File: config.mk
export PLATFORM = sky130hd
export DESIGN_NAME = vector_cfg_top
export DESIGN_NICKNAME = d
export VERILOG_FILES = /design/src/common/vec_pkg.sv /design/src/beat_tracker/beat_tracker.sv /design/src/beat_tracker/loop_counter.sv /design/src/bundle_ram/bundle_ram.sv /design/src/design/axil_cfg_port.sv /design/src/design/vector_cfg_top.sv
export SDC_FILE = /design/constraint.sdc
export NUM_CORES = 2
export LEC_CHECK = 0
export ABC_AREA = 1
export BUFFER_PORTS_ARGS = -buffer_cell sky130_fd_sc_hd__buf_2
export CORE_MARGIN = 3
export CORE_UTILIZATION = 35
export CTS_CLUSTER_SIZE = 10
export DETAILED_ROUTE_END_ITERATION = 7
export HOLD_SLACK_MARGIN = 0.12
export PLACE_DENSITY = 0.51
export SLEW_MARGIN = 20
export SYNTH_ARGS = -nofsm -noshare
export SYNTH_HDL_FRONTEND = slang
export SYNTH_HIERARCHICAL = 1
export SYNTH_SLANG_ARGS = --single-unit
File: constraint.sdc
create_clock -name clk -period 6.9 [get_ports clk]
set_clock_uncertainty 0.1 [all_clocks]
set_input_delay 0.345 -clock clk [delete_from_list [all_inputs] [get_ports clk]]
set_output_delay 0.345 -clock clk [all_outputs]
set_load 0.05 [all_outputs]
File: src/common/vec_pkg.sv
package vec_pkg;

  localparam int DATA_W      = 32;
  localparam int ADDR_W      = 12;
  localparam int WORD_AW     = ADDR_W - 2; // AXI byte address to word address
  localparam int CW          = 16;
  localparam int MAX_BUNDLES = 16;
  localparam int N_REG       = 32;

  // Register word addresses
  localparam int REG_START  = 0;
  localparam int REG_NB1    = 1;
  localparam int REG_STATUS = 2;
  localparam int REG_LOOP   = 3;

  // p sits in the top half-word, kw just above the spare bits
  typedef struct packed {
    logic [CW-1:0] p;
    logic [CW-1:0] t;
    logic [CW-1:0] n;
    logic [CW-1:0] l;
    logic [CW-1:0] w_kw2;
    logic [CW-1:0] coe;
    logic [CW-1:0] kw;
    logic [CW-1:0] spare;
  } bundle_t;

  // Two counts per status word, i_b lowest
  typedef struct packed {
    logic [CW-1:0] i_wlast;
    logic [CW-1:0] i_coe;
    logic [CW-1:0] i_w_kw2;
    logic [CW-1:0] i_l;
    logic [CW-1:0] i_n;
    logic [CW-1:0] i_t;
    logic [CW-1:0] i_p;
    logic [CW-1:0] i_b;
  } loop_state_t;

  localparam int BUNDLE_WORDS = $bits(bundle_t) / DATA_W;
  localparam int LOOP_WORDS   = $bits(loop_state_t) / DATA_W;
  localparam int SLICE_AW     = $clog2(BUNDLE_WORDS);
  localparam int RAM_RD_AW    = $clog2(MAX_BUNDLES);
  localparam int RAM_WR_AW    = RAM_RD_AW + SLICE_AW;

endpackage

File: src/beat_tracker/beat_tracker.sv
`timescale 1ns/1ps

module beat_tracker (
  input  logic                          clk,
  input  logic                          rstn,
  input  logic                          i_start,
  input  logic [vec_pkg::CW-1:0]        i_nb1,
  output logic                          o_ram_re,
  output logic [vec_pkg::RAM_RD_AW-1:0] o_ram_raddr,
  input  vec_pkg::bundle_t              i_ram_data,
  input  logic                          i_o_valid,
  input  logic                          i_o_ready,
  output vec_pkg::loop_state_t          o_loop,
  output logic                          o_done,
  output logic                          o_armed
);

  typedef enum logic [1:0] {ST_IDLE, ST_FETCH, ST_LOAD, ST_RUN} state_t;

  state_t           state;
  vec_pkg::bundle_t bnd;
  logic             beat, clr;
  logic             wrap_wlast, wrap_coe, wrap_w_kw2, wrap_l, wrap_n, wrap_t, wrap_p, wrap_b;
  logic [vec_pkg::CW-1:0] max_wlast, max_w_kw2;

  assign o_armed     = (state == ST_RUN);
  assign o_ram_re    = (state == ST_FETCH);
  assign o_ram_raddr = o_loop.i_b[vec_pkg::RAM_RD_AW-1:0];
  assign beat        = o_armed && i_o_valid && i_o_ready;
  assign clr         = i_start || (state == ST_LOAD);

  always_ff @(posedge clk) begin
    if (!rstn) begin
      state  <= ST_IDLE;
      o_done <= 1'b0;
    end else if (i_start) begin
      state  <= ST_FETCH;
      o_done <= 1'b0;
    end else begin
      case (state)
        ST_FETCH: state <= ST_LOAD;
        ST_LOAD:  state <= ST_RUN;
        ST_RUN: begin
          if (wrap_p) begin
            state  <= wrap_b ? ST_IDLE : ST_FETCH;
            o_done <= wrap_b; // Last beat of bundle nb1
          end
        end
        default: state <= ST_IDLE;
      endcase
    end
  end

  always_ff @(posedge clk) begin
    if (state == ST_LOAD)
      bnd <= i_ram_data;
  end

  // Last w step carries the extra kw/2 beats
  assign max_w_kw2 = bnd.w_kw2 - 1'b1;
  assign max_wlast = (o_loop.i_w_kw2 == max_w_kw2) ? (bnd.kw >> 1) : '0;

  loop_counter c_wlast (
    .clk(clk), .rstn(rstn), .i_clear(clr), .i_en(beat), .i_max(max_wlast),
    .o_count(o_loop.i_wlast), .o_next(), .o_wrap(wrap_wlast)
  );
  loop_counter c_coe (
    .clk(clk), .rstn(rstn), .i_clear(clr), .i_en(wrap_wlast), .i_max(bnd.coe - 1'b1),
    .o_count(o_loop.i_coe), .o_next(), .o_wrap(wrap_coe)
  );
  loop_counter c_w_kw2 (
    .clk(clk), .rstn(rstn), .i_clear(clr), .i_en(wrap_coe), .i_max(max_w_kw2),
    .o_count(o_loop.i_w_kw2), .o_next(), .o_wrap(wrap_w_kw2)
  );
  loop_counter c_l (
    .clk(clk), .rstn(rstn), .i_clear(clr), .i_en(wrap_w_kw2), .i_max(bnd.l - 1'b1),
    .o_count(o_loop.i_l), .o_next(), .o_wrap(wrap_l)
  );
  loop_counter c_n (
    .clk(clk), .rstn(rstn), .i_clear(clr), .i_en(wrap_l), .i_max(bnd.n - 1'b1),
    .o_count(o_loop.i_n), .o_next(), .o_wrap(wrap_n)
  );
  loop_counter c_t (
    .clk(clk), .rstn(rstn), .i_clear(clr), .i_en(wrap_n), .i_max(bnd.t - 1'b1),
    .o_count(o_loop.i_t), .o_next(), .o_wrap(wrap_t)
  );
  loop_counter c_p (
    .clk(clk), .rstn(rstn), .i_clear(clr), .i_en(wrap_t), .i_max(bnd.p - 1'b1),
    .o_count(o_loop.i_p), .o_next(), .o_wrap(wrap_p)
  );
  // Bundle index only restarts on a new start
  loop_counter c_b (
    .clk(clk), .rstn(rstn), .i_clear(i_start), .i_en(wrap_p), .i_max(i_nb1),
    .o_count(o_loop.i_b), .o_next(), .o_wrap(wrap_b)
  );

endmodule

File: src/beat_tracker/loop_counter.sv
`timescale 1ns/1ps

module loop_counter (
  input  logic                   clk,
  input  logic                   rstn,
  input  logic                   i_clear,
  input  logic                   i_en,
  input  logic [vec_pkg::CW-1:0] i_max,
  output logic [vec_pkg::CW-1:0] o_count,
  output logic [vec_pkg::CW-1:0] o_next,
  output logic                   o_wrap
);

  assign o_wrap = i_en && (o_count == i_max);

  always_comb begin
    if (i_clear)
      o_next = '0;
    else if (o_wrap)
      o_next = '0;
    else if (i_en)
      o_next = o_count + 1'b1;
    else
      o_next = o_count;
  end

  always_ff @(posedge clk) begin
    if (!rstn)
      o_count <= '0;
    else
      o_count <= o_next;
  end

endmodule

File: src/bundle_ram/bundle_ram.sv
`timescale 1ns/1ps

module bundle_ram (
  input  logic                          clk,
  input  logic                          i_we,
  input  logic [vec_pkg::RAM_WR_AW-1:0] i_waddr,
  input  logic [vec_pkg::DATA_W-1:0]    i_wdata,
  input  logic                          i_re,
  input  logic [vec_pkg::RAM_RD_AW-1:0] i_raddr,
  output vec_pkg::bundle_t              o_rdata
);

  logic [vec_pkg::BUNDLE_WORDS-1:0][vec_pkg::DATA_W-1:0] mem [vec_pkg::MAX_BUNDLES];

  logic [vec_pkg::RAM_RD_AW-1:0] wr_row;
  logic [vec_pkg::SLICE_AW-1:0]  wr_slice;

  // Word k goes to row k/4, slice k%4
  assign wr_row   = i_waddr[vec_pkg::RAM_WR_AW-1:vec_pkg::SLICE_AW];
  assign wr_slice = i_waddr[vec_pkg::SLICE_AW-1:0];

  always_ff @(posedge clk) begin
    if (i_we)
      mem[wr_row][wr_slice] <= i_wdata;
  end

  always_ff @(posedge clk) begin
    if (i_re)
      o_rdata <= vec_pkg::bundle_t'(mem[i_raddr]); // Whole bundle per read
  end

endmodule

File: src/design/axil_cfg_port.sv
`timescale 1ns/1ps

module axil_cfg_port (
  input  logic                           clk,
  input  logic                           rstn,
  input  logic [vec_pkg::ADDR_W-1:0]     i_awaddr,
  input  logic                           i_awvalid,
  output logic                           o_awready,
  input  logic [vec_pkg::DATA_W-1:0]     i_wdata,
  input  logic                           i_wvalid,
  output logic                           o_wready,
  output logic                           o_bvalid,
  input  logic                           i_bready,
  input  logic [vec_pkg::ADDR_W-1:0]     i_araddr,
  input  logic                           i_arvalid,
  output logic                           o_arready,
  output logic [vec_pkg::DATA_W-1:0]     o_rdata,
  output logic                           o_rvalid,
  input  logic                           i_rready,
  output logic                           o_ram_we,
  output logic [vec_pkg::RAM_WR_AW-1:0]  o_ram_waddr,
  output logic [vec_pkg::DATA_W-1:0]     o_ram_wdata,
  output logic                           o_start,
  output logic [vec_pkg::CW-1:0]         o_nb1,
  input  vec_pkg::loop_state_t           i_loop,
  input  logic                           i_done,
  input  logic                           i_armed
);

  logic                                              wr_acc, rd_acc;
  logic [vec_pkg::WORD_AW-1:0]                       wr_word, rd_word;
  logic [vec_pkg::DATA_W-1:0]                        rd_mux;
  logic [vec_pkg::LOOP_WORDS-1:0][vec_pkg::DATA_W-1:0] loop_words;

  assign wr_word    = i_awaddr[vec_pkg::ADDR_W-1:2];
  assign rd_word    = i_araddr[vec_pkg::ADDR_W-1:2];
  assign wr_acc     = o_awready && i_awvalid && i_wvalid;
  assign rd_acc     = o_arready && i_arvalid;
  assign loop_words = i_loop;

  assign o_wready = o_awready; // AW and W always taken together

  always_ff @(posedge clk) begin
    if (!rstn) begin
      o_awready <= 1'b0;
      o_bvalid  <= 1'b0;
    end else begin
      o_awready <= i_awvalid && i_wvalid && !o_awready && !o_bvalid;
      if (wr_acc)
        o_bvalid <= 1'b1;
      else if (i_bready)
        o_bvalid <= 1'b0;
    end
  end

  // Bundle words live above the register window
  assign o_ram_we    = wr_acc && (wr_word >= vec_pkg::N_REG);
  assign o_ram_waddr = vec_pkg::RAM_WR_AW'(wr_word - vec_pkg::N_REG);
  assign o_ram_wdata = i_wdata;

  always_ff @(posedge clk) begin
    if (!rstn) begin
      o_start <= 1'b0;
      o_nb1   <= '0;
    end else begin
      o_start <= wr_acc && (wr_word == vec_pkg::REG_START);
      if (wr_acc && (wr_word == vec_pkg::REG_NB1))
        o_nb1 <= i_wdata[vec_pkg::CW-1:0];
    end
  end

  always_comb begin
    rd_mux = '0;
    if (rd_word == vec_pkg::REG_NB1) begin
      rd_mux = vec_pkg::DATA_W'(o_nb1);
    end else if (rd_word == vec_pkg::REG_STATUS) begin
      rd_mux = {{(vec_pkg::DATA_W-2){1'b0}}, i_armed, i_done};
    end else if ((rd_word >= vec_pkg::REG_LOOP) &&
                 (rd_word < vec_pkg::REG_LOOP + vec_pkg::LOOP_WORDS)) begin
      rd_mux = loop_words[rd_word - vec_pkg::REG_LOOP];
    end
  end

  always_ff @(posedge clk) begin
    if (!rstn) begin
      o_arready <= 1'b0;
      o_rvalid  <= 1'b0;
    end else begin
      o_arready <= i_arvalid && !o_arready && !o_rvalid;
      if (rd_acc)
        o_rvalid <= 1'b1;
      else if (i_rready)
        o_rvalid <= 1'b0;
    end
  end

  always_ff @(posedge clk) begin
    if (rd_acc)
      o_rdata <= rd_mux;
  end

endmodule

File: src/design/vector_cfg_top.sv
`timescale 1ns/1ps

module vector_cfg_top (
  input  logic                       clk,
  input  logic                       rstn,
  input  logic [vec_pkg::ADDR_W-1:0] i_awaddr,
  input  logic                       i_awvalid,
  output logic                       o_awready,
  input  logic [vec_pkg::DATA_W-1:0] i_wdata,
  input  logic                       i_wvalid,
  output logic                       o_wready,
  output logic                       o_bvalid,
  input  logic                       i_bready,
  input  logic [vec_pkg::ADDR_W-1:0] i_araddr,
  input  logic                       i_arvalid,
  output logic                       o_arready,
  output logic [vec_pkg::DATA_W-1:0] o_rdata,
  output logic                       o_rvalid,
  input  logic                       i_rready,
  input  logic                       i_o_valid,
  input  logic                       i_o_ready,
  output logic                       o_done,
  output logic                       o_armed
);

  logic                          ram_we, ram_re, start;
  logic [vec_pkg::RAM_WR_AW-1:0] ram_waddr;
  logic [vec_pkg::RAM_RD_AW-1:0] ram_raddr;
  logic [vec_pkg::DATA_W-1:0]    ram_wdata;
  logic [vec_pkg::CW-1:0]        nb1;
  vec_pkg::bundle_t              ram_rdata;
  vec_pkg::loop_state_t          loop_state;

  axil_cfg_port port_i (
    .clk(clk), .rstn(rstn),
    .i_awaddr(i_awaddr), .i_awvalid(i_awvalid), .o_awready(o_awready),
    .i_wdata(i_wdata), .i_wvalid(i_wvalid), .o_wready(o_wready),
    .o_bvalid(o_bvalid), .i_bready(i_bready),
    .i_araddr(i_araddr), .i_arvalid(i_arvalid), .o_arready(o_arready),
    .o_rdata(o_rdata), .o_rvalid(o_rvalid), .i_rready(i_rready),
    .o_ram_we(ram_we), .o_ram_waddr(ram_waddr), .o_ram_wdata(ram_wdata),
    .o_start(start), .o_nb1(nb1),
    .i_loop(loop_state), .i_done(o_done), .i_armed(o_armed)
  );

  bundle_ram ram_i (
    .clk(clk),
    .i_we(ram_we), .i_waddr(ram_waddr), .i_wdata(ram_wdata),
    .i_re(ram_re), .i_raddr(ram_raddr), .o_rdata(ram_rdata)
  );

  beat_tracker tracker_i (
    .clk(clk), .rstn(rstn),
    .i_start(start), .i_nb1(nb1),
    .o_ram_re(ram_re), .o_ram_raddr(ram_raddr), .i_ram_data(ram_rdata),
    .i_o_valid(i_o_valid), .i_o_ready(i_o_ready),
    .o_loop(loop_state), .o_done(o_done), .o_armed(o_armed)
  );

endmodule

==> results.py <==
metrics = {
    "clocking": {
        "numCtsBuffers": 280,
        "clock_latency_on_the_worst_skew_pair_ns": 0.95,
        "tritoncts": "done",
        "clkSlewWorstSetupHoldPaths_ns": 0.06,
        "ctsHtreeMaxLevel": 5,
        "clockBufferDepth": 4,
        "clock_tree_root_driver_cell": "sky130_fd_sc_hd__clkbuf_16",
        "cts_num_sinks": 2182,
    },
    "global_route": {
        "global_route_wire_length_before_repair_um": 436700,
        "overflow_after_grt": 0,
        "grt_use_total_pct": 20.55,
        "grt_max_degree": 222,
        "first_global_vias": 63270,
        "antenna_found_initial": 31,
    },
    "sta": {
        "timing.final.crit_period_ns": 6.341,
        "timing.final.crit_share_pct": 91.90,
        "whs_ns": 0.2017,
        "setup_viol": 0,
        "slew_viol_final": 0,
        "worst_slew_pin_slew_ns": 1.147,
        "grt_setup_unrepaired": "false",
        "hold_viol_final": 0,
        "slew-limit-headroom_pct": 23.37,
        "max_clock_freq_mhz": 157.7,
        "final_setup_margin_ns": 0.5587,
    },
    "placed_design": {
        "hpwlAfterDp_um": 175500,
        "post-place-ws_ns": -0.2868,
        "placement.io_buffers": 99,
        "gp_routability_congestion": 0.8702,
    },
    "layout": {
        "nFillCells": 26510,
        "post_route_cells_drive_above_1_share_pct": 8.194,
        "area_growth_syn_to_layout_pct": 13.22,
        "mostFrequentLayoutCell": "sky130_fd_sc_hd__nand2_1",
        "nNetsFinal": 9709,
        "layout_common_cells": "sky130_fd_sc_hd__nand2_1 (3068), sky130_fd_sc_hd__edfxtp_1 (2030), sky130_fd_sc_hd__nand3_1 (1436)",
        "area_of_the_multi_input_gates_um2": 26270,
        "area_used_by_sequential_logic_in_the_layout_um2": 64020,
    },
    "worst_hold_path": {
        "hold_path_end": "tracker_i/c_wlast/o_count[2]",
        "min-delay-path-class": "input pin to flop",
        "worst_hold_path.num_cells": 5,
        "worst_hold_start": "i_o_ready",
    },
    "worst_setup_path": {
        "regToRegSetupSlack_ns": 0.56,
        "max_stage_delay_ns": 0.42,
        "critical_path_maximum_fanout": 14,
        "worstSetupStartpointType": "flop",
        "crit_top_cell": "sky130_fd_sc_hd__nor3_2",
        "crit-reg2reg-launch": "tracker_i/bnd[48]",
        "timing_worst_setup_path_type": "flop to flop",
        "cpMaxStageDelayCell": "sky130_fd_sc_hd__edfxtp_1",
        "reg2reg_depth": 41,
        "critical_path_arrival_ns": 6.99,
        "regToRegEndpoint": "tracker_i/c_b/o_count[6]",
        "timing.critical_path.required_ns": 7.54,
        "element_type_at_the_critical_path_end": "flop",
    },
    "floorplan": {
        "placeableCoreArea_um2": 274300,
        "initial_core_util_pct": 35.26,
        "core.rowCount": 192,
        "dieWidth_um": 531.7,
        "die_height_um": 531.7,
        "die_area_um2": 282700,
        "boundaryPins": 104,
    },
    "job": {
        "max_cap_violation_count": 0,
    },
    "logic_synthesis": {
        "yosys_warnings": 6,
        "synth_cells": 9535,
        "synth_area_per_cell_um2": 10.14,
        "synthesized_area_um2": 96730,
    },
    "power_and_ir_drop": {
        "power-per-cell-area_nw_per_um2": 253.5,
        "ir_worst_vdd_v": 0.0001681,
        "cellLeakagePower_uw": 0.04220,
    },
    "detailed_routing": {
        "antenna_nets_post_route": 0,
        "firstDrtPassIters": 6,
        "wire_per_inst_um": 22.32,
        "route.final.wire_length_um": 299500,
        "vias": 67060,
        "drc_errors_left": 0,
        "drt_first_iter_violations": 6412,
        "routed_via_density": 4.996,
    },
    "outcome": {
        "run_status": "complete, no violations",
    },
}
## layer usage
metal / share of wire [%] / global-route usage, %
met3: 6.1 / 2.833
met2: 46 / 32.72
met5: 0.021 / 0
met4: 2.6 / 5.645
met1: 45 / 29.35
## state kept, by name, summed over array words and instances, names as in the netlist
signal                     cells
tracker_i/c_b/o_count         16
tracker_i/c_t/o_count         16
tracker_i/c_wlast/o_count     16
port_i/o_nb1                  16
tracker_i/c_n/o_count         16
port_i/o_rvalid                1
tracker_i/c_w_kw2/o_count     16
ram_i/o_rdata                111
tracker_i/bnd                111
ram_i/mem                   1776
port_i/o_arready               1
tracker_i/o_done               1
tracker_i/c_p/o_count         16
tracker_i/state                2
port_i/o_rdata                32
tracker_i/c_l/o_count         16
port_i/o_start                 1
port_i/o_awready               1
port_i/o_bvalid                1
tracker_i/c_coe/o_count       16
## power breakdown
part           switching, µW  internal [µW]
logic                    364           77.1
clock network           5250           7630
registers               1.77          14400
## area by class of cell
| class | count | area share [%] |
|---|---|---|
| multi-input cells | 5736 | 23.99 |
| clock buffers | 356 | 6.841 |
| inverters | 1096 | 3.787 |
| repair buffers | 328 | 2.451 |
| well taps | 3686 | 4.211 |
| clock inverters | 29 | 0.2445 |
| flip-flops and latches | 2182 | 58.46 |
| diodes | 10 | 0.02285 |
## through the flow
step	area (µm²)	total power (µW)	util, %	instances	TNS, ns
after floorplan	96730	14900	-	9536	0
final	109500	27760	39.92	13420	0
after detailed placement	100800	15120	36.74	12950	-4.236
after CTS	109300	28050	39.83	13410	0
after global routing	109500	28580	39.91	13420	0
after global placement	100800	15110	36.73	12950	0
## worst max-delay path: cells and delay by family, from the launching register on
kind / cells / cell delay (ns)
simple gates: 33 / 4.54
buf+inv: 7 / 0.93
flops: 1 / 0.42
fa+ha+maj: 1 / 0.23
## how the worst max path moves through the flow
stage,start,to,slack [ns]
2_1_floorplan,tracker_i/bnd[48],tracker_i/c_b/o_count[0],0.67
3_3_place_gp,tracker_i/bnd[48],tracker_i/c_b/o_count[15],0.12
3_5_place_dp,tracker_i/bnd[48],tracker_i/o_done,-0.29
4_1_cts,tracker_i/bnd[48],tracker_i/o_done,0.02
5_1_grt,tracker_i/bnd[48],tracker_i/o_done,0.02
6_report,tracker_i/bnd[48],tracker_i/c_b/o_count[6],0.56
## what timing repair did
item / 4_1_cts / 5_1_grt
hold endpoints to repair: 1118 / 147
buffers inserted: 0 / 0
endpoints found under the setup margin: 19 / 35
pin swaps: 1 / 6
cloned: 0 / 1
hold buffers: 67 / 3
resized for setup: 4 / 18
No activity file was read; power rests on OpenSTA's default activity.
